File: src/source/tcdm_pkg.sv
package tcdm_pkg;

  // word-addressed bank, 32-bit words with byte enables.
  localparam int unsigned TCDM_AW = 10; // address width in words.
  localparam int unsigned TCDM_DW = 32; // data width.
  localparam int unsigned TCDM_BW = 4;  // one enable per byte.

  typedef logic [TCDM_AW-1:0] addr_t;
  typedef logic [TCDM_DW-1:0] data_t;
  typedef logic [TCDM_BW-1:0] be_t;
  typedef logic [TCDM_AW-1:0] len_t; // block length in words, 0 is an empty copy.

  // request from an initiator towards the bank.
  typedef struct packed {
    logic  req;  // request valid.
    addr_t add;  // word address.
    logic  wen;  // 1 = read, 0 = write.
    be_t   be;   // byte enables, writes only.
    data_t data; // write data.
  } tcdm_req_t;

  // response from the bank back to an initiator.
  typedef struct packed {
    logic  gnt;     // request accepted this cycle.
    logic  r_valid; // read data valid, one cycle after the grant.
    data_t r_data;
  } tcdm_rsp_t;

  // multiplexer select, one value per initiator.
  typedef logic [1:0] sel_t;

  localparam sel_t SEL_HOST  = 2'd0;
  localparam sel_t SEL_LOAD  = 2'd1;
  localparam sel_t SEL_STORE = 2'd2;

  // copy controller states.
  typedef enum logic [1:0] {
    IDLE,
    LOAD,
    STORE,
    DONE
  } copy_state_e;

endpackage

File: src/source/tcdm_mux_static.sv
`timescale 1ns/100ps

// static multiplexer for initiators that never overlap in time.
// no arbitration, the select alone decides who owns the bank.
module tcdm_mux_static #(
  parameter int unsigned NB_CHAN = 3
) (
  input  logic                                clk_i,
  input  logic                                reset_i,
  input  tcdm_pkg::sel_t                      sel_i,
  input  tcdm_pkg::tcdm_req_t [NB_CHAN-1:0]   in_req_i,
  output tcdm_pkg::tcdm_rsp_t [NB_CHAN-1:0]   in_rsp_o,
  output tcdm_pkg::tcdm_req_t                 out_req_o,
  input  tcdm_pkg::tcdm_rsp_t                 out_rsp_i
);

  import tcdm_pkg::*;

  // forward the selected request, an idle request otherwise.
  always_comb begin
    out_req_o = '0;
    for (int ii = 0; ii < NB_CHAN; ii++) begin
      if (sel_i == sel_t'(ii)) begin
        out_req_o = in_req_i[ii];
      end
    end
  end

  // gnt and r_valid go to the owner only.
  for (genvar ii = 0; ii < NB_CHAN; ii++) begin : gen_rsp
    logic chan_sel; // this channel owns the bank.

    assign chan_sel = (sel_i == sel_t'(ii));

    assign in_rsp_o[ii] = '{
      gnt:     chan_sel & out_rsp_i.gnt,
      r_valid: chan_sel & out_rsp_i.r_valid,
      r_data:  out_rsp_i.r_data // broadcast, qualified by r_valid.
    };
  end

  // the select must name an existing channel.
  sel_range_a : assert property (
    @(posedge clk_i) disable iff (reset_i)
    32'(sel_i) < NB_CHAN
  );

  // a switch right after a granted read would hand its data to the wrong owner.
  sel_hold_a : assert property (
    @(posedge clk_i) disable iff (reset_i)
    (out_req_o.req && out_req_o.wen && out_rsp_i.gnt) |=> $stable(sel_i)
  );

endmodule

File: config.mk
export PLATFORM = sky130hd
export DESIGN_NAME = tcdm_mux_static
export DESIGN_NICKNAME = d
export VERILOG_FILES = /design/src/source/tcdm_pkg.sv /design/src/source/tcdm_mux_static.sv
export SDC_FILE = /design/constraint.sdc
export NUM_CORES = 1
export LEC_CHECK = 0
export ABC_AREA = 1
export BUFFER_PORTS_ARGS = -buffer_cell sky130_fd_sc_hd__buf_2
export CAP_MARGIN = 20
export CORE_AREA = 5 5 127 129
export DETAILED_ROUTE_END_ITERATION = 10
export DIE_AREA = 0 0 132 134
export PLACE_DENSITY = 0.41
export REMOVE_ABC_BUFFERS = 1
export SLEW_MARGIN = 20
export SYNTH_ARGS = -nofsm -noshare
export SYNTH_HDL_FRONTEND = slang
export SYNTH_SLANG_ARGS = --single-unit
File: constraint.sdc
create_clock -name vclk -period 0.8
set_input_delay 0.04 -clock vclk [all_inputs]
set_output_delay 0.04 -clock vclk [all_outputs]
set_load 0.05 [all_outputs]
=== Word level (Yosys, flattened, before mapping) ===
Cells that the tools add are included.

* Bits in latches: 0
* Flip-flop bits (word level): 0
* Memories kept: 0
* RAM bits: 0
* Bits in read-only memories: 0

* Order comparisons: 0
* Shift-type cells: 0
* Muxes and demuxes: 3
* Bitwise gates (word level): 6
* Div/mod/pow operators: 0
* Eq/ne operators: 2
* Add/subtract/negate cells: 0
* Reduce and logical (&&, ||, !) cells: 1
* Multipliers: 0

{| class="wikitable"
|+ Operators with widths
! kind !! number
|-
| 48-bit two-way mux || 3
|-
| 1-bit AND || 6
|-
| 2-bit by 1-bit equality test with 1-bit output, second input constant || 1
|-
| 2-bit equality test, second input constant || 1
|-
| 2-bit logical NOT || 1
|}

=== Longest topological paths before layout ===
* Depth after elaboration: 4
* Gate-level depth with buffers: 6
* Depth with buffers taken out: 3

=== Worst setup path before layout ===
OpenSTA, ideal clock, no wires.

* Path type: input -> output
* Start point: input port sel_i[0]
* End point: output port in_rsp_o[66] in the netlist's numbering
* Buffers on the path: 3
* Arrival: 1,157 ps
* Slack: -397 ps
* Stages on the path: 5
* Cell sequence: buf_4 buf_4 buf_6 nand2_1 nor2_1

{| class="wikitable"
|+ RTL lines
! what !! RTL line !! source
|-
| from (decl) || tcdm_mux_static.sv:10 || <nowiki>input tcdm_pkg::sel_t sel_i,</nowiki>
|-
| to (decl) || tcdm_mux_static.sv:12 || <nowiki>output tcdm_pkg::tcdm_rsp_t [NB_CHAN-1:0] in_rsp_o,</nowiki>
|}

==> impl_results.md <==
- Worst Min Path Start: out_rsp_i[20]
- Overall power: 3090 µW
- Power per cell area: 806 mW/mm²
- Cell count after placement: 613
- Number of antenna cells inserted: 0
- Antenna violations before repair: 0
- Count of max-cap constraint violations: 0
- Core Area: 0.0149 mm²
- Wire length of the first global-routing pass: 20700 µm
- Peak VDD IR: 0.000249 V
- Chip width: 132 µm
- Max Clk Rate: 1050 MHz
- RSZ-0062 raised after global routing: yes
- DR WL/cell: 25.5 µm
- Max FO, Critical Path: 5
- FF+latch area: 0 µm²
- Worst hold path class: primary input to output pin
- Final worst slack: -0.152 ns
- WL final: 15800 µm
- Result of the run: finished with violations
- Combinational family with the most area after synthesis: simple AND/OR/NAND/NOR gates
- Fraction of final layout cells sized beyond drive strength 1: 75.3%
- Detailed-route DRC error count: 0
- Simple-gate share of the synthesized area: 50.1%
- Via count of the first global-routing pass: 2848
- Violated checks: negative setup slack
- Area of the die: 0.0177 mm²
- Post-Layout Inst Area: 0.00383 mm²
- Adder and majority cell fraction of the synthesized area: 0%
- Cell type contributing the most total cell area after synthesis: buf_4
- Count of input and output buffers: 202
- FFs & Latches: 0
- Synth top area share: 39.5%
- Via-per-instance ratio: 4.52
- Most common cell after layout, fill and taps aside: buf_2
- Worst slew margin relative to its limit: 86.5%
- Ratio of final minimum period to clock period: 119%
- GRT Overall Usage: 15.8%
- Initial core utilization: 12.6%
- Final Hold Violating Endpoints: 0
- Post-synthesis share of cell area spent on xor and xnor gates: 0%
- Half-perimeter wire length of the detailed placement result: 12600 µm
- Setup-failing EPs final: 51
- Yosys warnings: 0
- Worst path required time: 0.76 ns
- Setup Crit Path Kind: primary input to output pin
- Area contributors post-synth: buf_4 40%, nand3_1 38%, nand2_1 10%
- Cell count after synthesis: 329
- Synth-to-Final Area Change: 104%
- Routability Congestion: 0.850
- Total cell area at the placement stage: 0.00254 mm²
- Worst endpoint data arrival time: 0.91 ns
- Kind of capture point of the worst setup path: output pin
- Ports placed on the boundary: 332
- Post-Syn Area per Cell: 5.72 µm²
- Gr ovfl total: 0
- Fin Hold WS: 0.0804 ns
- Netlist cell types: 9
- Y dimension of the die: 134 µm
- CP startpoint kind: primary input
- Portion of the post-synthesis area used by sequential elements: 0%
- Multiplexer share of the synthesized area: 0%
- Clkbuf count: 0
- Number of design-rule violations left by the first detailed-router iteration: 79
- Standby leakage power: 0.00209 µW
- Remaining antenna violation count after routing: 0
- First-pass detailed-route iteration total: 4
- Largest net degree at the start of global routing: 23
- Row count: 45
- Detailed-route via count: 2807
- Layout Cells excl Fill: 621
- Net count reported at finish: 617
- Shortest clock period the worst path allows after layout: 0.952 ns
- Transition time at the pin with the least slew margin: 0.202 ns
- Syn Std Cell Area: 0.00188 mm²
- Compound-cell area share of the yosys netlist: 0%
- Worst hold path endpoint: in_rsp_o[20]
- Hold Path Stages: 0
- Commonest cells after routing, fill and taps aside: 146 x buf_2, 96 x nand3_1, 37 x buf_8
- Count of final max-slew check failures: 0
kinds of logic (layout without fill, tap and decap cells):
group                  Yosys count  in the layout
buffers and inverters          128            232
and+or+nand+nor                201            201
per-layer routing:
layer	routed length [µm]	track usage, %	vias to the layer above
met5	149	7.78	-
met4	73	0.229	4
met3	2800	12.7	15
met2	7960	28.0	258
met1	4860	14.7	1314
li1	-	-	1216
worst max-delay path: stages:
cell       delay (ns)
buf_12           0.11
nor2_4           0.16
buf_12           0.16
clkbuf_16        0.15
nand2_1          0.06
nand3_2          0.06
buf_6            0.15
power breakdown:
group	total, µW	internal, µW	switching (µW)
clock network	0	0	0
registers	0	0	0
logic	3090	1350	1740
through the flow:
step | util, % | TNS (ns) | setup WS (ns)
detailed placement | 17.0 | -11.56 | -0.281
global route | 25.7 | -8.11 | -0.191
finish | 25.7 | -5.92 | -0.152
CTS | 23.3 | -6.12 | -0.154
global placement | 17.0 | -11.78 | -0.280
floorplan | - | -18.53 | -0.622
worst max-delay path by stage:
stage                   from             to  slack (ns)  depth (start not counted)
CTS                 sel_i[0]  out_req_o[14]       -0.15                          8
global route        sel_i[1]  out_req_o[41]       -0.19                          7
detailed placement  sel_i[0]   out_req_o[2]       -0.28                          5
global placement    sel_i[1]  out_req_o[28]       -0.28                          6
floorplan           sel_i[1]   in_rsp_o[32]       -0.62                          3
finish              sel_i[1]  out_req_o[41]       -0.15                          7
cells in the mapped netlist (all sizes together):
master  number
nand2       50
nor2         7
inv          5
nand3      144
buf        123
area by class of cell:
class / count / area, µm²
fillers: 1624 / 11100
inverters: 5 / 38.8
multi-input cells: 201 / 1560
well taps: 188 / 235
repair buffers: 227 / 2000
what timing repair did:
| item | CTS | global route |
|---|---|---|
| endpoints found under the hold margin | 0 | 0 |
| setup buffers | 5 | 0 |
| hold buffers | 0 | 0 |
| setup endpoints to repair | 54 | 54 |
| gates resized for setup | 221 | 79 |
| pin swaps | 4 | 7 |
| gates cloned | 3 | 3 |
No activity file was read; power rests on OpenSTA's default activity.
