File: config.mk
export PLATFORM = sky130hd
export DESIGN_NAME = tcdm_store_port
export DESIGN_NICKNAME = d
export VERILOG_FILES = /design/src/source/tcdm_pkg.sv /design/src/source/tcdm_store_port.sv
export SDC_FILE = /design/constraint.sdc
export NUM_CORES = 1
export LEC_CHECK = 0
export BUFFER_PORTS_ARGS = -buffer_cell sky130_fd_sc_hd__buf_2
export CORE_MARGIN = 2
export CORE_UTILIZATION = 40
export DETAILED_ROUTE_END_ITERATION = 12
export GPL_TIMING_DRIVEN = 0
export PLACE_DENSITY = 0.95
export SETUP_SLACK_MARGIN = 0.02
export SYNTH_ARGS = -nofsm -noshare
export SYNTH_HDL_FRONTEND = slang
export SYNTH_SLANG_ARGS = --single-unit
File: constraint.sdc
create_clock -name clk_i -period 11.3 [get_ports clk_i]
set_input_delay 3.39 -clock clk_i [delete_from_list [all_inputs] [get_ports clk_i]]
set_output_delay 3.39 -clock clk_i [all_outputs]
set_load 0.02 [all_outputs]
File: src/source/tcdm_pkg.sv
package tcdm_pkg;

  // word-addressed bank, 32-bit words with byte enables.
  localparam int unsigned TCDM_AW = 10; // address width in words.
  localparam int unsigned TCDM_DW = 32; // data width.
  localparam int unsigned TCDM_BW = 4;  // one enable per byte.

  typedef logic [TCDM_AW-1:0] addr_t;
  typedef logic [TCDM_DW-1:0] data_t;
  typedef logic [TCDM_BW-1:0] be_t;
  typedef logic [TCDM_AW-1:0] len_t; // block length in words, 0 is an empty copy.

  // request from an initiator towards the bank.
  typedef struct packed {
    logic  req;  // request valid.
    addr_t add;  // word address.
    logic  wen;  // 1 = read, 0 = write.
    be_t   be;   // byte enables, writes only.
    data_t data; // write data.
  } tcdm_req_t;

  // response from the bank back to an initiator.
  typedef struct packed {
    logic  gnt;     // request accepted this cycle.
    logic  r_valid; // read data valid, one cycle after the grant.
    data_t r_data;
  } tcdm_rsp_t;

  // multiplexer select, one value per initiator.
  typedef logic [1:0] sel_t;

  localparam sel_t SEL_HOST  = 2'd0;
  localparam sel_t SEL_LOAD  = 2'd1;
  localparam sel_t SEL_STORE = 2'd2;

  // copy controller states.
  typedef enum logic [1:0] {
    IDLE,
    LOAD,
    STORE,
    DONE
  } copy_state_e;

endpackage

File: src/source/tcdm_store_port.sv
`timescale 1ns/100ps

// write initiator, drains the load buffer to len consecutive words at base.
module tcdm_store_port (
  input  logic                clk_i,
  input  logic                reset_i,
  input  logic                start_i,
  input  tcdm_pkg::addr_t     base_i,
  input  tcdm_pkg::len_t      len_i,
  output tcdm_pkg::tcdm_req_t req_o,
  input  tcdm_pkg::tcdm_rsp_t rsp_i,
  output tcdm_pkg::len_t      buf_raddr_o,
  input  tcdm_pkg::data_t     buf_rdata_i,
  output logic                done_o
);

  import tcdm_pkg::*;

  len_t cnt_q;    // words written, also the buffer index.
  logic active_q; // req held high.
  logic done_q;
  logic last_word;

  assign last_word = (cnt_q == len_t'(len_i - len_t'(1)));

  assign buf_raddr_o = cnt_q; // buffer word for the current request.

  // full-word write, data follows the counter.
  assign req_o = '{
    req:  active_q,
    add:  addr_t'(base_i + cnt_q),
    wen:  1'b0,
    be:   '1,
    data: buf_rdata_i
  };

  always_ff @(posedge clk_i) begin
    if (reset_i) begin
      cnt_q    <= '0;
      active_q <= 1'b0;
      done_q   <= 1'b0;
    end else begin
      done_q <= 1'b0;
      if (start_i) begin
        cnt_q    <= '0;
        active_q <= 1'b1;
      end else if (active_q && rsp_i.gnt) begin
        cnt_q <= cnt_q + len_t'(1); // next word only after the grant.
        if (last_word) begin
          active_q <= 1'b0;
          done_q   <= 1'b1; // cycle after the last grant.
        end
      end
    end
  end

  assign done_o = done_q;

  // the load phase has fully drained before the store port gets the bank.
  no_read_data_a : assert property (
    @(posedge clk_i) disable iff (reset_i)
    active_q |-> !rsp_i.r_valid
  );

endmodule

== Yosys cells after proc, flatten, opt, wreduce, memory -nomap -nowiden ==
Cells that the tools add are included.

* Word-level logic and storage cells: 18
* Input bits: 89
* Register bits after elaboration: 12
* Output and inout port bits: 59

* Mux-type cells: 4
* Equal/unequal tests: 1
* Reductions and logical operators: 6
* Add/subtract/negate cells: 3
* Bitwise operators: 1

{| class="wikitable"
|+ Operators with widths
! operator !! number
|-
| $add A10 B1 Y10 const B || 1
|-
| $add A10 B10 Y10 || 1
|-
| $eq A10 B10 Y1 || 1
|-
| $sub A10 B1 Y10 const B || 1
|-
| $mux W1 || 4
|-
| $reduce_bool A2 Y1 || 2
|-
| $reduce_or A3 Y1 || 1
|-
| $reduce_and A2 Y1 || 1
|-
| $reduce_or A2 Y1 || 1
|-
| $logic_and A1 B1 Y1 || 1
|-
| $not A1 Y1 || 1
|}

== Logic depth before layout (Yosys ltp) ==
* Depth after elaboration: 5
* Mapped depth: 9
* Mapped depth without buffers: 9

== Least setup slack after synthesis ==
Ideal clock, no wire load.

* Path type: input to output
* From: input base_i[1]
* To: output req_o[46] in the netlist's numbering
* Slack: 2.855 ns
* Arrival: 5.055 ns
* Stages on the path: 7
* Cells stage by stage: ha_1 -> a21oi_1 -> nor2b_1 -> o31a_1 -> or4_1 -> a2111o_1 -> o211a_1

{| class="wikitable"
|+ RTL lines
! what !! RTL line !! RTL
|-
| start: declaration || tcdm_store_port.sv:8 || <nowiki>input tcdm_pkg::addr_t base_i,</nowiki>
|-
| end: declaration || tcdm_store_port.sv:10 || <nowiki>output tcdm_pkg::tcdm_req_t req_o,</nowiki>
|}

==> impl_metrics.env <==
export IMPL_status="finished clean"
export IMPL_antenna_found_initial=0
export IMPL_grt_max_degree=11
export IMPL_clockBufferDepth=2
export IMPL_fin_nets=377
export IMPL_cap_violations=0
export IMPL_grt_pass1_vias=1287
export IMPL_io_pins=148
export IMPL_antenna_left=0
export IMPL_synth_area_leaders="buf_4, dfxtp_1, xnor2_1"
export IMPL_peakVddDrop_v=0.0000513
export IMPL_timing_rr_end="active_q$_SDFFE_PP0P_"
export IMPL_synth_cell_types=39
export IMPL_synth_edff_count=0
export IMPL_leakage_uw=0.00108
export IMPL_clock_sinks=12
export IMPL_core_area_um2=3660
export IMPL_worstPathRequired_ns=7.91
export IMPL_die_area_um2=4300
export IMPL_arrival_ns=5.40
export IMPL_fmax_mhz=114
export IMPL_regToRegSetupSlack_ns=9.44
export IMPL_ys_warn_count=0
export IMPL_path_class="in2out"
export IMPL_vias=1500
export IMPL_p_per_area_nw_per_um2=70.3
export IMPL_setup_ws_ns=2.51
export IMPL_fin_hold_ws_ns=0.491
export IMPL_wl_per_cell_um=10.7
export IMPL_overflow=0
export IMPL_fin_crit_ns=8.79
export IMPL_io_buffers=77
export IMPL_setup_viol=0
export IMPL_min_delay_path_class="reg2reg"
export IMPL_clk_latency_ns=0.24
export IMPL_post_cts_resized=0
export IMPL_routed_wl_mm=3.44
export IMPL_detail_route_first_pass_iterations=4
export IMPL_synth_cells=191
export IMPL_place_area_um2=1970
export IMPL_gp_congestion=0.784
export IMPL_worst_path_max_fanout=2
export IMPL_place_ws_ns=2.52
export IMPL_startpoint_type="input port"
export IMPL_synth_seq_cells=12
export IMPL_fp_dieH_um=65.6
export IMPL_endpoint_kind="output pin"
export IMPL_clockRootBuffer="clkbuf_8"
export IMPL_hp_start="active_q$_SDFFE_PP0P_"
export IMPL_grt_setup_unrepaired="false"
export IMPL_synth_main_ff_cell="dfxtp_1"
export IMPL_fillers=353
export IMPL_maxSlewViolCount=0
export IMPL_dpl_hpwl_mm=2.95
export IMPL_async_flop_share_pct=0
export IMPL_drtIter0Drc=58
export IMPL_grt_pass1_wl_mm=5.53
export IMPL_clock_skew_ns=0.00703
export IMPL_fin_area_um2=2030
export IMPL_post_route_period_util_pct=77.8
export IMPL_tritoncts="yes"
export IMPL_grt_use_total_pct=15.9
export IMPL_hold_end="active_q$_SDFFE_PP0P_"
export IMPL_final_core_utilization_pct=55.4
export IMPL_htreeDepth=1
export IMPL_n_antenna_cell=0
export IMPL_synth_area_per_cell_um2=7.94
export IMPL_initial_utilization_pct=41.4
export IMPL_fin_tns_setup_ns=0
export IMPL_hold_viol=0
export IMPL_fp_row_count=22
export IMPL_layout_drive_gt1_share_pct=45.8
export IMPL_clkTransAtPathRegs_ns=0.06
export IMPL_yosysTopAreaCellShare_pct=18.8
export IMPL_yosysTopAreaCell="buf_4"
export IMPL_rr_startpoint="buf_raddr_o[9]$_SDFFE_PP0P_"
export IMPL_syn_cell_area_um2=1520
export IMPL_drc=0
export IMPL_vias_per_cell=4.64
export IMPL_die_x_um=65.6
export IMPL_yosysSeqAreaShare_pct=15.8
export IMPL_reg2reg_depth=6
export IMPL_cts_setup_buffers=0
export IMPL_synthToLayoutAreaGrowth_pct=33.7
export IMPL_holdBufCountCts=0
export IMPL_holdPathStages=2
export IMPL_cts_made_buffers=3
state kept, by name, summed over array words and instances (netlist names):
register     count
done_o           1
active_q         1
buf_raddr_o     10
placed cells by master (no fill, tap or decap), drive strengths merged, types with 4 or more instances in the layout:
cell	Yosys	routed
a21oi	4	4
nand2	7	7
xnor2	18	18
nor2	23	23
dfxtp	12	12
and3	6	6
buf	38	115
xor2	13	13
ha	11	11
clkbuf	4	8
inv	11	11
conb	2	5
logic make-up (layout without fill, tap and decap cells):
group	Yosys count	in the layout	share of synthesized area, %
and+or+nand+nor	58	58	21.0
buffers and inverters	53	134	22.5
xor gates and xnor gates	31	31	17.9
AOI/OAI and AO/OA	21	21	10.5
adders and majority gates	12	12	10.4
DFF	12	12	15.8
other	2	5	0.495
muxes	2	2	1.32
synth_stat cells, drive strengths merged (3+ instances only):
| master | number |
|---|---|
| a21oi | 4 |
| and3 | 6 |
| buf | 38 |
| clkbuf | 4 |
| dfxtp | 12 |
| ha | 11 |
| inv | 11 |
| nand2 | 7 |
| nor2 | 23 |
| nor2b | 3 |
| nor3 | 3 |
| nor4 | 3 |
| o21ai | 3 |
| or4 | 3 |
| xnor2 | 18 |
| xor2 | 13 |
cell type report:
type / count / area (um2) / area share [%]
timing repair buffer: 77 / 385 / 19.0
inverter: 11 / 41.3 / 2.04
buffer: 42 / 300 / 14.8
sequential: 12 / 240 / 11.8
tap: 48 / 60.1 / 2.96
clock buffer: 4 / 55.1 / 2.71
multi-input combinational: 129 / 946 / 46.6
critical path, stage by stage:
cell      delay (ns)
buf_2           0.10
ha_1            0.28
a21oi_1         0.17
nor2b_1         0.08
o31a_1          0.25
or4_1           0.44
a2111o_1        0.39
o211a_1         0.14
buf_2           0.16
worst max path at each step:
stage	from	endpoint	slack (ns)	depth (start not counted)
after global placement	base_i[1]	req_o[46]	2.54	9
after global routing	base_i[1]	req_o[46]	2.43	9
after floorplan	base_i[1]	req_o[46]	2.85	7
after CTS	base_i[1]	req_o[46]	2.49	9
final	base_i[1]	req_o[46]	2.51	9
after detailed placement	base_i[1]	req_o[46]	2.52	9
through the flow:
step / instances / total power, uW
5_1_grt: 323 / 151
4_1_cts: 323 / 144
2_1_floorplan: 194 / 81.0
6_report: 323 / 143
3_5_place_dp: 319 / 96.4
3_3_place_gp: 319 / 95.3
metal layers:
metal,share of wire [%],GRT usage [%]
met1,40,18.3
met2,51,29.7
met3,8.0,3.94
met4,0.20,3.13
met5,0,0
report_power, final:
group          internal [uW]  switching [uW]  total (uW)
combinational           24.4            28.0        52.3
clock                   30.8            16.2        47.0
sequential              42.7           0.493        43.2
total                   97.9            44.7         143
(Power assumes the default switching activity.)
