$ cat config.mk
export PLATFORM = sky130hd
export DESIGN_NAME = copy_ctrl
export DESIGN_NICKNAME = d
export VERILOG_FILES = /design/src/source/tcdm_pkg.sv /design/src/source/copy_ctrl.sv
export SDC_FILE = /design/constraint.sdc
export NUM_CORES = 1
export LEC_CHECK = 0
export BUFFER_PORTS_ARGS = -buffer_cell sky130_fd_sc_hd__buf_4
export CAP_MARGIN = 20
export CORE_AREA = 10 10 47 49
export CTS_CLUSTER_DIAMETER = 200
export DETAILED_ROUTE_END_ITERATION = 7
export DIE_AREA = 0 0 57 59
export SYNTH_ARGS = -nofsm -noshare
export SYNTH_HDL_FRONTEND = slang
export SYNTH_SLANG_ARGS = --single-unit
export TNS_END_PERCENT = 5
$ cat constraint.sdc
create_clock -name clk_i -period 2.7 [get_ports clk_i]
set_clock_uncertainty 0.05 [all_clocks]
set_input_delay 0 -clock clk_i [delete_from_list [all_inputs] [get_ports clk_i]]
set_output_delay 0 -clock clk_i [all_outputs]
set_load 0.01 [all_outputs]
$ cat src/source/tcdm_pkg.sv
package tcdm_pkg;

  // word-addressed bank, 32-bit words with byte enables.
  localparam int unsigned TCDM_AW = 10; // address width in words.
  localparam int unsigned TCDM_DW = 32; // data width.
  localparam int unsigned TCDM_BW = 4;  // one enable per byte.

  typedef logic [TCDM_AW-1:0] addr_t;
  typedef logic [TCDM_DW-1:0] data_t;
  typedef logic [TCDM_BW-1:0] be_t;
  typedef logic [TCDM_AW-1:0] len_t; // block length in words, 0 is an empty copy.

  // request from an initiator towards the bank.
  typedef struct packed {
    logic  req;  // request valid.
    addr_t add;  // word address.
    logic  wen;  // 1 = read, 0 = write.
    be_t   be;   // byte enables, writes only.
    data_t data; // write data.
  } tcdm_req_t;

  // response from the bank back to an initiator.
  typedef struct packed {
    logic  gnt;     // request accepted this cycle.
    logic  r_valid; // read data valid, one cycle after the grant.
    data_t r_data;
  } tcdm_rsp_t;

  // multiplexer select, one value per initiator.
  typedef logic [1:0] sel_t;

  localparam sel_t SEL_HOST  = 2'd0;
  localparam sel_t SEL_LOAD  = 2'd1;
  localparam sel_t SEL_STORE = 2'd2;

  // copy controller states.
  typedef enum logic [1:0] {
    IDLE,
    LOAD,
    STORE,
    DONE
  } copy_state_e;

endpackage

$ cat src/source/copy_ctrl.sv
`timescale 1ns/100ps

// sequences host, load and store use of the bank.
// the bank select is a pure function of the state.
module copy_ctrl (
  input  logic           clk_i,
  input  logic           reset_i,
  input  logic           start_i,
  input  tcdm_pkg::len_t len_i,
  input  logic           load_done_i,
  input  logic           store_done_i,
  output logic           load_start_o,
  output logic           store_start_o,
  output tcdm_pkg::sel_t sel_o,
  output logic           busy_o,
  output logic           done_o
);

  import tcdm_pkg::*;

  copy_state_e state_q;
  copy_state_e state_d;
  logic        load_start_q;  // first cycle of LOAD.
  logic        store_start_q; // first cycle of STORE.

  always_comb begin
    state_d = state_q;
    case (state_q)
      IDLE:    if (start_i) state_d = (len_i == '0) ? DONE : LOAD; // empty copy skips both phases.
      LOAD:    if (load_done_i) state_d = STORE;
      STORE:   if (store_done_i) state_d = DONE;
      DONE:    state_d = IDLE;
      default: state_d = IDLE;
    endcase
  end

  always_ff @(posedge clk_i) begin
    if (reset_i) begin
      state_q       <= IDLE;
      load_start_q  <= 1'b0;
      store_start_q <= 1'b0;
    end else begin
      state_q       <= state_d;
      load_start_q  <= (state_q == IDLE) && start_i && (len_i != '0);
      store_start_q <= (state_q == LOAD) && load_done_i;
    end
  end

  // bank owner per state.
  always_comb begin
    case (state_q)
      LOAD:    sel_o = SEL_LOAD;
      STORE:   sel_o = SEL_STORE;
      DONE:    sel_o = SEL_STORE; // store port is idle, host still locked out.
      default: sel_o = SEL_HOST;
    endcase
  end

  assign load_start_o  = load_start_q;
  assign store_start_o = store_start_q;
  assign busy_o        = (state_q != IDLE);
  assign done_o        = (state_q == DONE); // one cycle, end of every copy.

  // load completion only while the load port owns the bank.
  load_done_state_a : assert property (
    @(posedge clk_i) disable iff (reset_i)
    load_done_i |-> (state_q == LOAD)
  );

endmodule

# Yosys cells after proc, flatten, opt, wreduce, memory -nomap -nowiden
# Index checks and enable logic that the tools add are counted.
[word_totals]
register_bits = 4
output_inout_bits = 6
[op_classes]
eq_ne = 6
n_mux = 6
n_reduce_logical = 9
[op_table]
columns = ["op", "count"]
rows = [
  ["$logic_not 10->1", 1],
  ["$reduce_bool 10->1", 1],
  ["$mux 2", 4],
  ["$pmux 2 s4", 1],
  ["$ne 2x2->1 const B", 3],
  ["$eq 2x2->1 const B", 2],
  ["$pmux 2 s2", 1],
  ["$logic_and 1x1->1", 3],
  ["$reduce_and 3->1", 1],
  ["$eq 2x1->1 const B", 1],
  ["$logic_not 2->1", 1],
  ["$reduce_bool 2->1", 1],
  ["$reduce_or 2->1", 1],
]

# Logic depth before layout (Yosys ltp)
[logic_depth]
depth_word = 4
depth_mapped = 5
ltp_nobuf = 5

# Least setup slack after synthesis
# OpenSTA, ideal clock, no wires.
[synth_path]
path_type = "register to register"
start = "reg state_q[0]"
end = "reg state_q[1]"
setup_time_ps = 123
arrival_time_ps = 1065
slack_ps = 1462
path_stages_with_launch = 6
path_buffers = 0
cell_sequence = "dfxtp_1 -> inv_1 -> ha_1 -> nor3b_1 -> a41oi_1 -> mux2i_1"
[synth_via]
elab_chain_len = 3
elab_cells_between_ends = 9
[synth_lines]
columns = ["element", "line", "source"]
rows = [
  ["start, declared", "copy_ctrl.sv:21", "copy_state_e state_q;"],
  ["start signal, assigned", "copy_ctrl.sv:43", "state_q <= state_d;"],
  ["$eq 2x2->1, or another cell as far along", "copy_ctrl.sv:28", "case (state_q)"],
  ["$ne 2x2->1 (no source line)", "-", ""],
  ["$reduce_and 3->1 (no source line)", "-", ""],
]
# Parallel ways exist; a longest one is shown, timed or not.
# A chain may end at the register's enable or synchronous reset.

# Worst setup path after layout
[layout_path]
start = "reg state_q[0]"
end = "reg load_start_q (netlist: load_start_o)"
[layout_via]
elab_chain_len = 3
[layout_lines]
columns = ["element", "line", "source"]
rows = [
  ["$logic_not 2->1", "copy_ctrl.sv:44", "load_start_q <= (state_q == IDLE) && start_i && (len_i != '0);"],
  ["$logic_and 1x1->1 (2 in series)", "copy_ctrl.sv:44", ""],
  ["end signal, assigned", "copy_ctrl.sv:44", ""],
  ["end, declared", "copy_ctrl.sv:23", "logic load_start_q;"],
]
# Every way passes these cells.

==> flow_summary.ini <==
[timing]
slew_headroom = 0.8435
setup_viol = 0
final.period_utilization = 0.5989
setup_tns_ns = 0
rsz0062_at_grt = false
finalMaxSlewViolations = 0
worst_slack_ns = 1.083
tightest_slew_ns = 0.2316
clock.fmax_mhz = 618.5
fin_crit_ns = 1.617
hold_viol_final = 0

[cells_and_area]
layout_commonest_cell = buf_4
drive_gt1_frac = 0.4407
area_growth_pct = 72.66
mostFrequentLayoutCells = buf_4, ha_1, nand2b_1, dlygate4sd3_1, dfxtp_1
fin_util = 0.3946
nets = 82
fill_cells = 144
diodes = 0

[floorplan]
initial_utilization = 0.2286
dieArea_um2 = 3363
die_w_um = 57
core_um2 = 1401
die_h_um = 59
ios = 21
rows = 14

[clock_network]
numCtsBuffers = 3
clk_root_buffer_cell = clkbuf_4
clockBufferDepth = 2
postCtsSetupRepairBufs = 0
clk_pin_slew_ns = 0.04
insertion_delay_ns = 0.23
clock_sinks = 4
cts_tree = built
htreeDepth = 1
cts.repair.resized = 0

[drt]
routed_wl_um = 863
drt_pass1_iterations = 4
vias_per_cell = 4.333
vias = 325
drc = 0
drt-initial-drc-count = 3
antenna_left = 0
routedWlPerCell_um = 11.51

[yosys]
synth.area.top_cells = dfxtp_1, ha_1, nor4_4, nand2b_1, inv_1
syn_area_per_cell_um2 = 10.01
synth_nets = 53
synth_top_area_frac = 0.2500
yosys_register_bits = 4
synthCells = 32
synthesis.area_um2 = 320.3
yosysSeqAreaShare = 0.2500
synth_top_area_cell = dfxtp_1
yosysWarnings = 0
yosys.cell_types.count = 17

[pwr]
pwr-share-seq = 0.288
intPower_uw = 178.7
swShare = 0.3093
power.switching_uw = 80.03
powerDensity_nw_per_um2 = 467.9
total_power_uw = 258.8
clkPwrFrac = 0.286
combinationalPowerShare = 0.426
p_leak_uw = 0.0002684
worst_ir_drop_vdd_mv = 0.1839

[run_status]
status = finished, final reports clean

[worst_setup_path]
critPathKind = reg -> reg
critPathRequiredTime_ns = 2.77
critPathArrivalTime_ns = 1.69
critPathMaxFanout = 4
startpoint_type = flip-flop
endpoint_kind = flip-flop

[place]
place_hpwl_um = 785.4
gp_congestion = 0.6816
place_ws_ns = 1.303
port-buffer-count = 20

[hold_path]
hold_class = in -> reg

[job]
maxCapViolCount = 0

[global_routing]
grt_max_degree = 7
grt_pass1_vias = 372
grt_pass1_wl_um = 1497
gr-total-overflow = 0
grt.total_usage = 0.05491
grt_antenna_before_repair = 0
==> power groups by stage <==
stage | logic, uW | registers (uW) | clock network [uW]
floorplan | 55.9 | 74.8 | 0
global placement | 107 | 74.9 | 0
detailed placement | 107 | 75.7 | 0
CTS | 113 | 74.8 | 77.3
global route | 125 | 76.2 | 80.9
finish | 110 | 74.6 | 74.0
==> cell usage after synthesis <==
| cell | count |
|---|---|
| nand2b_1 | 4 |
| mux2i_1 | 1 |
| nor4bb_1 | 1 |
| nand2_1 | 1 |
| nor2b_1 | 1 |
| dfxtp_1 | 4 |
| a211oi_1 | 1 |
| nand3b_1 | 1 |
| or2_2 | 1 |
| a41oi_1 | 1 |
| ha_1 | 6 |
| nor2_1 | 2 |
| nor4_4 | 2 |
| inv_1 | 3 |
| a31oi_1 | 1 |
| nor3b_1 | 1 |
| nand3_1 | 1 |
==> path summary, 6_finish.rpt <==
kind / from / to / slack (ns) / cells after the start
max: state_q[0]$_SDFFE_PP0P_ / load_start_o$_SDFF_PP0_ / 1.08 / 5
min: len_i[2] / state_q[1]$_SDFFE_PP0P_ / 0.11 / 4
max reg2reg: state_q[0]$_SDFFE_PP0P_ / load_start_o$_SDFF_PP0_ / 1.08 / 5
min reg2reg: state_q[1]$_SDFFE_PP0P_ / state_q[1]$_SDFFE_PP0P_ / 0.47 / 2
==> per-layer routing <==
| metal | track usage | wire length, um | vias to the layer above |
|---|---|---|---|
| li1 | - | - | 165 |
| met1 | 0.06064 | 351 | 144 |
| met2 | 0.07907 | 426 | 16 |
| met3 | 0.03433 | 86 | 0 |
| met4 | 0.03020 | 0 | 0 |
| met5 | 0 | 0 | - |
==> metrics by stage <==
| step | std cells | hold slack (ns) | area (um2) |
|---|---|---|---|
| after global placement | 68 | 0.1622 | 490.5 |
| after floorplan | 32 | 0.02159 | 320.3 |
| after CTS | 75 | 0.1258 | 553.0 |
| after global routing | 75 | 0.1648 | 553.0 |
| final | 75 | 0.1145 | 553.0 |
| after detailed placement | 68 | 0.1554 | 490.5 |
==> flip-flops by register name, summed over array words and instances, names as in the netlist <==
signal,flops
store_start_o,1
load_start_o,1
state_q,2
==> kinds of logic (layout without fill, tap and decap cells) <==
logic type,after synthesis,after routing,synth area share
simple gates,15,15,0.3789
fa+ha+maj,6,6,0.2344
flops,4,4,0.2500
compound gates,3,3,0.07034
buf+inv,3,30,0.03515
mux,1,1,0.03125
==> what timing repair did <==
item,CTS,global route
endpoints found under the setup margin,0,0
hold buffers,4,0
hold endpoints to repair,3,0
==> worst max-delay path, cell delays in order (launching register included) <==
cell and delay, ns:
dfxtp_1 0.39, inv_1 0.12, ha_1 0.24, nand3b_1 0.09, a31oi_1 0.04, dlygate4sd3_1 0.56
==> area by class of cell <==
class	instances	area (um2)	share of cell area
timing repair buffer	24	190.2	0.3439
inverter	3	11.26	0.02036
tap	16	20.02	0.03620
sequential	4	80.08	0.1448
multi-input combinational	25	229.0	0.4140
clock buffer	3	22.52	0.04072
No activity file was read; power rests on OpenSTA's default activity.
