<file path="src/source/tcdm_pkg.sv">
package tcdm_pkg;

  // word-addressed bank, 32-bit words with byte enables.
  localparam int unsigned TCDM_AW = 10; // address width in words.
  localparam int unsigned TCDM_DW = 32; // data width.
  localparam int unsigned TCDM_BW = 4;  // one enable per byte.

  typedef logic [TCDM_AW-1:0] addr_t;
  typedef logic [TCDM_DW-1:0] data_t;
  typedef logic [TCDM_BW-1:0] be_t;
  typedef logic [TCDM_AW-1:0] len_t; // block length in words, 0 is an empty copy.

  // request from an initiator towards the bank.
  typedef struct packed {
    logic  req;  // request valid.
    addr_t add;  // word address.
    logic  wen;  // 1 = read, 0 = write.
    be_t   be;   // byte enables, writes only.
    data_t data; // write data.
  } tcdm_req_t;

  // response from the bank back to an initiator.
  typedef struct packed {
    logic  gnt;     // request accepted this cycle.
    logic  r_valid; // read data valid, one cycle after the grant.
    data_t r_data;
  } tcdm_rsp_t;

  // multiplexer select, one value per initiator.
  typedef logic [1:0] sel_t;

  localparam sel_t SEL_HOST  = 2'd0;
  localparam sel_t SEL_LOAD  = 2'd1;
  localparam sel_t SEL_STORE = 2'd2;

  // copy controller states.
  typedef enum logic [1:0] {
    IDLE,
    LOAD,
    STORE,
    DONE
  } copy_state_e;

endpackage

</file>
<file path="src/source/tcdm_load_port.sv">
`timescale 1ns/100ps

// read initiator, fetches len words from base into a local buffer.
// issue and response side count separately so reads stay pipelined.
module tcdm_load_port #(
  parameter int unsigned BUF_DEPTH = 16
) (
  input  logic                clk_i,
  input  logic                reset_i,
  input  logic                start_i,
  input  tcdm_pkg::addr_t     base_i,
  input  tcdm_pkg::len_t      len_i,
  output tcdm_pkg::tcdm_req_t req_o,
  input  tcdm_pkg::tcdm_rsp_t rsp_i,
  input  tcdm_pkg::len_t      buf_raddr_i,
  output tcdm_pkg::data_t     buf_rdata_o,
  output logic                done_o
);

  import tcdm_pkg::*;

  localparam int unsigned BUF_AW = $clog2(BUF_DEPTH);

  data_t buf_q [BUF_DEPTH]; // local copy of the block.

  len_t issue_cnt_q; // reads granted so far.
  len_t resp_cnt_q;  // words written into the buffer.
  logic issuing_q;   // req held high.
  logic busy_q;      // waiting for responses.
  logic done_q;
  logic last_issue;
  logic last_resp;
  logic resp_take;

  assign last_issue = (issue_cnt_q == len_t'(len_i - len_t'(1)));
  assign last_resp  = (resp_cnt_q == len_t'(len_i - len_t'(1)));
  assign resp_take  = busy_q & rsp_i.r_valid;

  // full-word read at base + issue count.
  assign req_o = '{
    req:  issuing_q,
    add:  addr_t'(base_i + issue_cnt_q),
    wen:  1'b1,
    be:   '1,
    data: '0
  };

  always_ff @(posedge clk_i) begin
    if (reset_i) begin
      issue_cnt_q <= '0;
      resp_cnt_q  <= '0;
      issuing_q   <= 1'b0;
      busy_q      <= 1'b0;
      done_q      <= 1'b0;
    end else begin
      done_q <= 1'b0; // single-cycle pulse.
      if (start_i) begin
        issue_cnt_q <= '0;
        resp_cnt_q  <= '0;
        issuing_q   <= 1'b1;
        busy_q      <= 1'b1;
      end else begin
        if (issuing_q && rsp_i.gnt) begin
          issue_cnt_q <= issue_cnt_q + len_t'(1);
          if (last_issue) issuing_q <= 1'b0; // all reads granted.
        end
        if (resp_take) begin
          resp_cnt_q <= resp_cnt_q + len_t'(1);
          if (last_resp) begin
            busy_q <= 1'b0;
            done_q <= 1'b1; // cycle after the last r_valid.
          end
        end
      end
    end
  end

  // buffer fill, one word per r_valid.
  always_ff @(posedge clk_i) begin
    if (resp_take) buf_q[resp_cnt_q[BUF_AW-1:0]] <= rsp_i.r_data;
  end

  assign buf_rdata_o = buf_q[buf_raddr_i[BUF_AW-1:0]]; // combinational read side.
  assign done_o      = done_q;

  // the controller starts only non-empty blocks that fit the buffer.
  len_fits_a : assert property (
    @(posedge clk_i) disable iff (reset_i)
    start_i |-> (len_i != '0) && (32'(len_i) <= BUF_DEPTH)
  );

endmodule

</file>
<file path="config.mk">
export PLATFORM = sky130hd
export DESIGN_NAME = tcdm_load_port
export DESIGN_NICKNAME = d
export VERILOG_FILES = /design/src/source/tcdm_pkg.sv /design/src/source/tcdm_load_port.sv
export SDC_FILE = /design/constraint.sdc
export NUM_CORES = 1
export LEC_CHECK = 0
export ABC_AREA = 1
export BUFFER_PORTS_ARGS = -buffer_cell sky130_fd_sc_hd__buf_4
export CAP_MARGIN = 40
export CORE_MARGIN = 3
export CORE_UTILIZATION = 52
export CTS_CLUSTER_DIAMETER = 120
export DETAILED_ROUTE_END_ITERATION = 16
export PLACE_DENSITY = 0.7
export SYNTH_ARGS = -nofsm -noshare
export SYNTH_HDL_FRONTEND = slang
export SYNTH_SLANG_ARGS = --single-unit
</file>
<file path="constraint.sdc">
create_clock -name clk_i -period 8.6 [get_ports clk_i]
set_clock_uncertainty 0.2 [all_clocks]
set_input_delay 0.43 -clock clk_i [delete_from_list [all_inputs] [get_ports clk_i]]
set_output_delay 0.43 -clock clk_i [all_outputs]
set_load 0.03 [all_outputs]
</file>
* Word level (Yosys, flattened, before mapping) *
Memory sizes are Yosys's and may differ from the RTL's.
Index checks and enable logic that the tools add are counted.

storage, ports and cells
  bits in registers = 23
  RAM bits = 512
  input bits = 67
  output and inout bits = 81
  logic and storage cells = 32
  memories = 1

memory list
  name   words  bits a word  rd ports  clocked after Yosys merged registers in  wr ports  line                  RTL
  buf_q  16     32           1         0                                        1         tcdm_load_port.sv:24  data_t buf_q [BUF_DEPTH];

operators by class
  $add $sub $neg = 4
  equal/unequal tests = 2
  mux-type cells = 9
  bitwise gates (word level) = 2
  reductions and logical operators = 9

operator list
  kind                                                                   count
  10-bit by 1-bit adder with 10-bit output (second input constant)       2
  10-bit equality test                                                   2
  10-bit adder                                                           1
  10-bit by 1-bit subtractor with 10-bit output (second input constant)  1
  1-bit 2-to-1 mux                                                       9
  2-bit nonzero test                                                     4
  2-bit AND reduction                                                    2
  3-bit OR reduction                                                     1
  2-bit OR reduction                                                     1
  1-bit AND                                                              1
  1-bit logical AND                                                      1
  1-bit NOT                                                              1

* Logic depth before layout (Yosys ltp) *
Gate-level depths: netlist (run 1).

  depth in word-level cells = 5
  mapped depth = 14
  depth with buffers taken out = 14

* Worst setup path before layout (run 1) *
No wires, ideal clock.

  kind = reg2reg
  start point = reg resp_cnt_q[1]
  end point = mem buf_q[11][0] in the netlist's numbering (enable)
  setup time = 0.421 ns
  arrival = 2.136 ns
  data required time = 7.979 ns
  setup slack = 5.843 ns
  stages on the path, launching flop included = 6
  buffers on the path = 0
  clock period less this slack = 2.757 ns
  path through = dfxtp_1 -> ha_1 -> inv_1 -> nor2_1 -> nand2_1 -> nor2_1

RTL lines
  what                    line                  RTL
  start, declared         tcdm_load_port.sv:27  len_t resp_cnt_q;
  start signal, assigned  tcdm_load_port.sv:68  resp_cnt_q <= resp_cnt_q + len_t'(1);
  end, declared           tcdm_load_port.sv:24

Straight into the memory's write port.

* Worst setup path after layout (run 1) *
  start point = in buf_raddr_i[1]
  end point = out buf_rdata_o[29]

on the way
  cells in the longest elaborated chain, start to end = 1

ends and longest elaborated chain
  what                line                  RTL
  start, declared     tcdm_load_port.sv:15  input tcdm_pkg::len_t buf_raddr_i,
  memory 16 x 32 bit  --
  end, declared       tcdm_load_port.sv:16  output tcdm_pkg::data_t buf_rdata_o,

No other way between the ends.

==> flow_metrics.tcl, run 1 <==
set metrics [dict create \
    clk-insertion-delay-late_ns 0.58 \
    initial_core_util 0.528 \
    drcViolationCount 0 \
    setup_violations 0 \
    powerDensity_mw_per_mm2 209 \
    finalMaxSlewViolations 0 \
    grt_max_degree 134 \
    cts_sinks 535 \
    crit_path_max_incr_delay_ns 0.64 \
    place_area_sq_mm 0.0239 \
    yosys-top-cells-area "edfxtp_1 67%, mux2i_1 5.6%, o211ai_1 4.0%" \
    drt_iter0_markers 1090 \
    cp.required_ns 7.97 \
    fp.coreArea_sq_mm 0.0432 \
    slew_headroom 0.369 \
    cts_setup_buffers 0 \
    hold_viol 0 \
    dp_hpwl_microns 25900 \
    fin_cells 2475 \
    syn_inst 1716 \
    vias 13643 \
    cp_slowest_cell "buf_4" \
    final_cell_mix "512 x edfxtp_1, 177 x inv_1, 152 x a21oi_1" \
    area_growth_pct 13.8 \
    maxCapViolCount 0 \
    numCtsBuffers 53 \
    drt_first_pass_iters 5 \
    drive_above_1_share 0.126 \
    critPathKind "primary input to output port" \
    period_share 0.424 \
    dieArea_sq_mm 0.0464 \
    io_buffer_count 104 \
    track_usage 0.211 \
    ir_drop_mv 0.182 \
    h-tree-depth 2 \
    final_common_cell "edfxtp_1" \
    crit_fanout 66 \
    nNetsFinal 1929 \
    die_x_microns 215 \
    ys_seq_area_frac 0.695 \
    critical_path.top_delay_family "buffers and inverters" \
    antenna_found_initial 1 \
    synth_area_sq_mm 0.0228 \
    cp_num_buf_inv 5 \
    status "complete, no violations" \
    finalSetupTns_ns 0 \
    path_cells "buf_4, inv_4, buf_4, buf_16, o211ai_1, o211ai_1, nand2_1, buf_4" \
    finalWirelength_microns 49400 \
    pin_count 148 \
    ys_ff_latch 535 \
    synth_top_cell_by_area "edfxtp_1" \
    drtAntennaViolNets 0 \
    grt-ovfl-total 0 \
    hp-class "primary input to flop" \
    synth_top_cell_area_share 0.675 \
    ys.flop_type "edfxtp_1" \
    fin_crit_ns 3.65 \
    clkTransAtPathRegs_ns 0.06 \
    critPathCaptureType "output port" \
    cts-root-buf "clkbuf_16" \
    synth_area_per_cell_sq_um 13.3 \
    grt_pass1_vias 13104 \
    synth_edf_count 512 \
    route.detailed.wl_per_inst_microns 20.0 \
    leakage_nw 9.41 \
    worstPathArrival_ns 3.02 \
    design_area_sq_mm 0.0259 \
    rsz0062_at_grt "no" \
    gp_congestion 0.823 \
    fmax_mhz 274 \
    via_per_inst 5.51 \
    yosysWarningCount 0 \
    die_h_microns 215 \
    cts_buffer_depth 3 \
    cts_tree "done" \
    critPathMostFrequentCell "buf_4" \
    start_kind "primary input" \
    synthArstFlopShare 0 \
    place_inst 2339 \
    ys_types 36 \
    tightest_slew_ns 0.947 \
    grt_pass1_wl_microns 75100 \
    rows 76 \
]
==> cell usage after synthesis, types with 3 or more instances <==
| master | n |
|---|---|
| dfxtp_1 | 23 |
| edfxtp_1 | 512 |
| a21oi_1 | 152 |
| clkbuf_1 | 47 |
| buf_6 | 9 |
| buf_4 | 43 |
| inv_1 | 178 |
| buf_12 | 9 |
| o21ai_1 | 24 |
| nor3_1 | 7 |
| nor2_2 | 4 |
| o21ai_0 | 150 |
| o211ai_1 | 122 |
| xor2_1 | 6 |
| nand3_1 | 65 |
| buf_2 | 16 |
| buf_8 | 3 |
| ha_1 | 15 |
| mux2i_1 | 128 |
| o211ai_2 | 6 |
| nand2_1 | 116 |
| xnor2_1 | 3 |
| nand4_1 | 3 |
| buf_1 | 4 |
| nor2_1 | 55 |
==> layout make-up <==
class | count | area [sq um]
fillers | 3328 | 17200
flip-flops and latches | 535 | 15800
multi-input cells | 905 | 5610
repair buffers | 171 | 1460
clock buffers | 71 | 1420
well taps | 585 | 732
inverters | 180 | 678
clock inverters | 27 | 204
diodes | 1 | 2.50
==> per-stage QoR <==
step | hold slack (ns) | total power, mW | setup WS, ns | utilization
floorplan | 0.244 | 3.18 | 5.84 | -
finish | 0.232 | 5.42 | 4.95 | 0.601
CTS | 0.198 | 5.46 | 4.95 | 0.601
global route | 0.247 | 5.59 | 4.85 | 0.601
detailed placement | 0.274 | 3.29 | 5.01 | 0.555
global placement | 0.259 | 3.28 | 4.81 | 0.552
==> where the power goes <==
part / total (mW) / leakage, nW / internal, mW / switching (mW)
clock: 2.17 / 0.797 / 1.23 / 0.940
combinational: 0.386 / 3.82 / 0.129 / 0.257
sequential: 2.86 / 4.79 / 2.86 / 0.00279
==> sequential cells by signal (all words and copies together), names as in the netlist <==
signal and flops:
busy_q 1, done_o 1, issue_cnt_q 10, buf_q 512
resp_cnt_q 10, issuing_q 1
==> per-layer routing <==
metal,up-vias,GRT usage,routed length [microns]
met2,444,0.357,24100
met5,-,0,13
met1,6614,0.281,21000
met3,108,0.0311,2800
met4,2,0.0742,1530
li1,6475,-,-
==> cell families (layout without fill, tap and decap cells) <==
group,after synthesis,count (layout),synth area share
flops,535,535,0.695
compound gates,456,456,0.116
buf+inv,311,449,0.0700
simple gates,257,257,0.0484
mux,128,128,0.0562
fa+ha+maj,16,16,0.00911
xor+xnor,11,11,0.00543
other cells,2,38,0.000329
==> worst paths after layout <==
kind	slack, ns	endpoint	from	cells past startpoint
worst min-delay path	0.23	done_o	len_i[8]	5
worst min register to register	0.28	busy_q	busy_q	2
worst max-delay path	4.95	buf_rdata_o[29]	buf_raddr_i[1]	8
worst max register to register	6.00	buf_q[3][4]	resp_cnt_q[1]	6
==> worst reg2reg max path, cell delays in order, from the launching register on <==
cell,delay (ns)
dfxtp_1,0.42
ha_1,0.18
inv_1,0.04
nor2_1,0.13
nand2_1,0.16
nor2_4,0.59
buf_4,0.53
==> timing repair <==
action	4_1_cts	5_1_grt
endpoints found under the hold margin	517	0
resized for setup	0	0
hold buffers	37	0
(Power assumes the default switching activity.)
==> inputs of run 2 (changes only) <==
==> constraint.sdc (replaced) <==
create_clock -name clk_i -period 3.6 [get_ports clk_i]
set_clock_uncertainty 0.2 [all_clocks]
set_input_delay 0.18 -clock clk_i [delete_from_list [all_inputs] [get_ports clk_i]]
set_output_delay 0.18 -clock clk_i [all_outputs]
set_load 0.03 [all_outputs]
==> flow_metrics.tcl, run 2 (synthesis gave the netlist of run 1 again) <==
set metrics [dict create \
    design_area_sq_mm 0.0261 \
    initial_core_util 0.528 \
    fp.coreArea_sq_mm 0.0432 \
    cts_tree "done" \
    numCtsBuffers 53 \
    final_cell_mix "512 x edfxtp_1, 177 x inv_1, 152 x a21oi_1" \
    dieArea_sq_mm 0.0464 \
    place_area_sq_mm 0.0241 \
    finalWirelength_microns 49600 \
    clk-insertion-delay-late_ns 0.59 \
    ir_drop_mv 0.369 \
    drive_above_1_share 0.128 \
    whs_path_depth 9 \
    critPathCaptureType "output port" \
    cts_setup_buffers 0 \
    track_usage 0.212 \
    final_common_cell "edfxtp_1" \
    worstRegToRegCells 8 \
    nNetsFinal 1940 \
    cts-root-buf "clkbuf_16" \
    rsz0062_at_grt "no" \
    slew_headroom 0.463 \
    largest_reg_flops 512 \
    pin_count 148 \
    grt-ovfl-total 0 \
    die_x_microns 215 \
    h-tree-depth 2 \
    route.detailed.wl_per_inst_microns 20.0 \
    finalMaxSlewViolations 0 \
    worstPathArrival_ns 2.84 \
    cts_sinks 535 \
    fillers 3342 \
    final_util 0.604 \
    cp.required_ns 3.22 \
    rows 76 \
    period_share 0.895 \
    clkTransAtPathRegs_ns 0.06 \
    setup_violations 0 \
    area_growth_pct 14.4 \
    dp_hpwl_microns 27000 \
    die_h_microns 215 \
    status "complete, no violations" \
    tightest_slew_ns 0.803 \
    cts_buffer_depth 3 \
    grt_pass1_wl_microns 76300 \
    drcViolationCount 0 \
    r2r_setup_slack_ns 1.00 \
    vias 13750 \
    powerDensity_mw_per_mm2 494 \
    critPathKind "flop to output port" \
    leakage_nw 9.47 \
    maxCapViolCount 0 \
    drtAntennaViolNets 0 \
    antenna_found_initial 2 \
    grt_pass1_vias 13431 \
    drt_iter0_markers 1283 \
    start_kind "flop" \
    gp_congestion 0.809 \
    power_mw 12.9 \
    hp-class "primary input to flop" \
    grt_max_degree 89 \
    drt_first_pass_iters 5 \
    fin_crit_ns 3.22 \
    finalSetupTns_ns 0 \
    fmax_mhz 311 \
    hold_viol 0 \
    crit_fanout 5 \
    via_per_inst 5.54 \
    io_buffer_count 104 \
]
run 2: path summary, 6_finish.rpt:
kind	from	to
setup / recovery	issue_cnt_q[0]	req_o[45]
hold reg to reg	resp_cnt_q[9]	resp_cnt_q[9]
hold / removal	len_i[3]	issuing_q
setup reg to reg	resp_cnt_q[8]	busy_q
run 2: metrics by stage:
stage | setup slack (ns) | hold WS [ns] | instances
after global routing | 0.0976 | 0.117 | 2482
after detailed placement | 1.04 | 0.162 | 2347
final | 0.380 | 0.0367 | 2482
after CTS | 0.382 | 0.00399 | 2481
after global placement | 1.01 | 0.160 | 2347
after floorplan | 0.843 | 0.0491 | 1751
run 2: cell type report:
type,count,area [sq um],area share
Antenna cell,1,2.50,0.0000960
Clock buffer,62,1360,0.0522
Clock inverter,32,236,0.00907
Inverter,180,678,0.0260
Multi-Input combinational cell,905,5610,0.215
Sequential cell,535,15800,0.607
Tap cell,585,732,0.0281
Timing Repair Buffer,182,1620,0.0623
run 2: worst max-delay path, cell delays in order (launching register included):
cell and delay, ns:
dfxtp_1 0.41, ha_1 0.25, inv_1 0.09, fa_1 0.41
o21ai_0 0.33, nand2_1 0.10, nand2_1 0.08, a21oi_1 0.08
nor2_1 0.09, o21ai_0 0.10, nand2_1 0.08, nand2_1 0.04
nand2_1 0.05, buf_4 0.15
run 2: per-layer routing:
layer	part of all wire	track usage
met1	0.44	0.295
met2	0.48	0.344
met3	0.056	0.0293
met4	0.030	0.0791
met5	0.00026	0
run 2: what timing repair did:
| item | 4_1_cts | 5_1_grt |
|---|---|---|
| setup endpoints to repair | 0 | 0 |
| endpoints found under the hold margin | 529 | 0 |
| resized for setup | 0 | 0 |
| hold buffers | 40 | 0 |
run 2: where the power goes:
part	internal, mW	switching, mW	total, mW
combinational	0.315	0.616	0.932
clock	2.84	2.27	5.11
sequential	6.83	0.00678	6.84
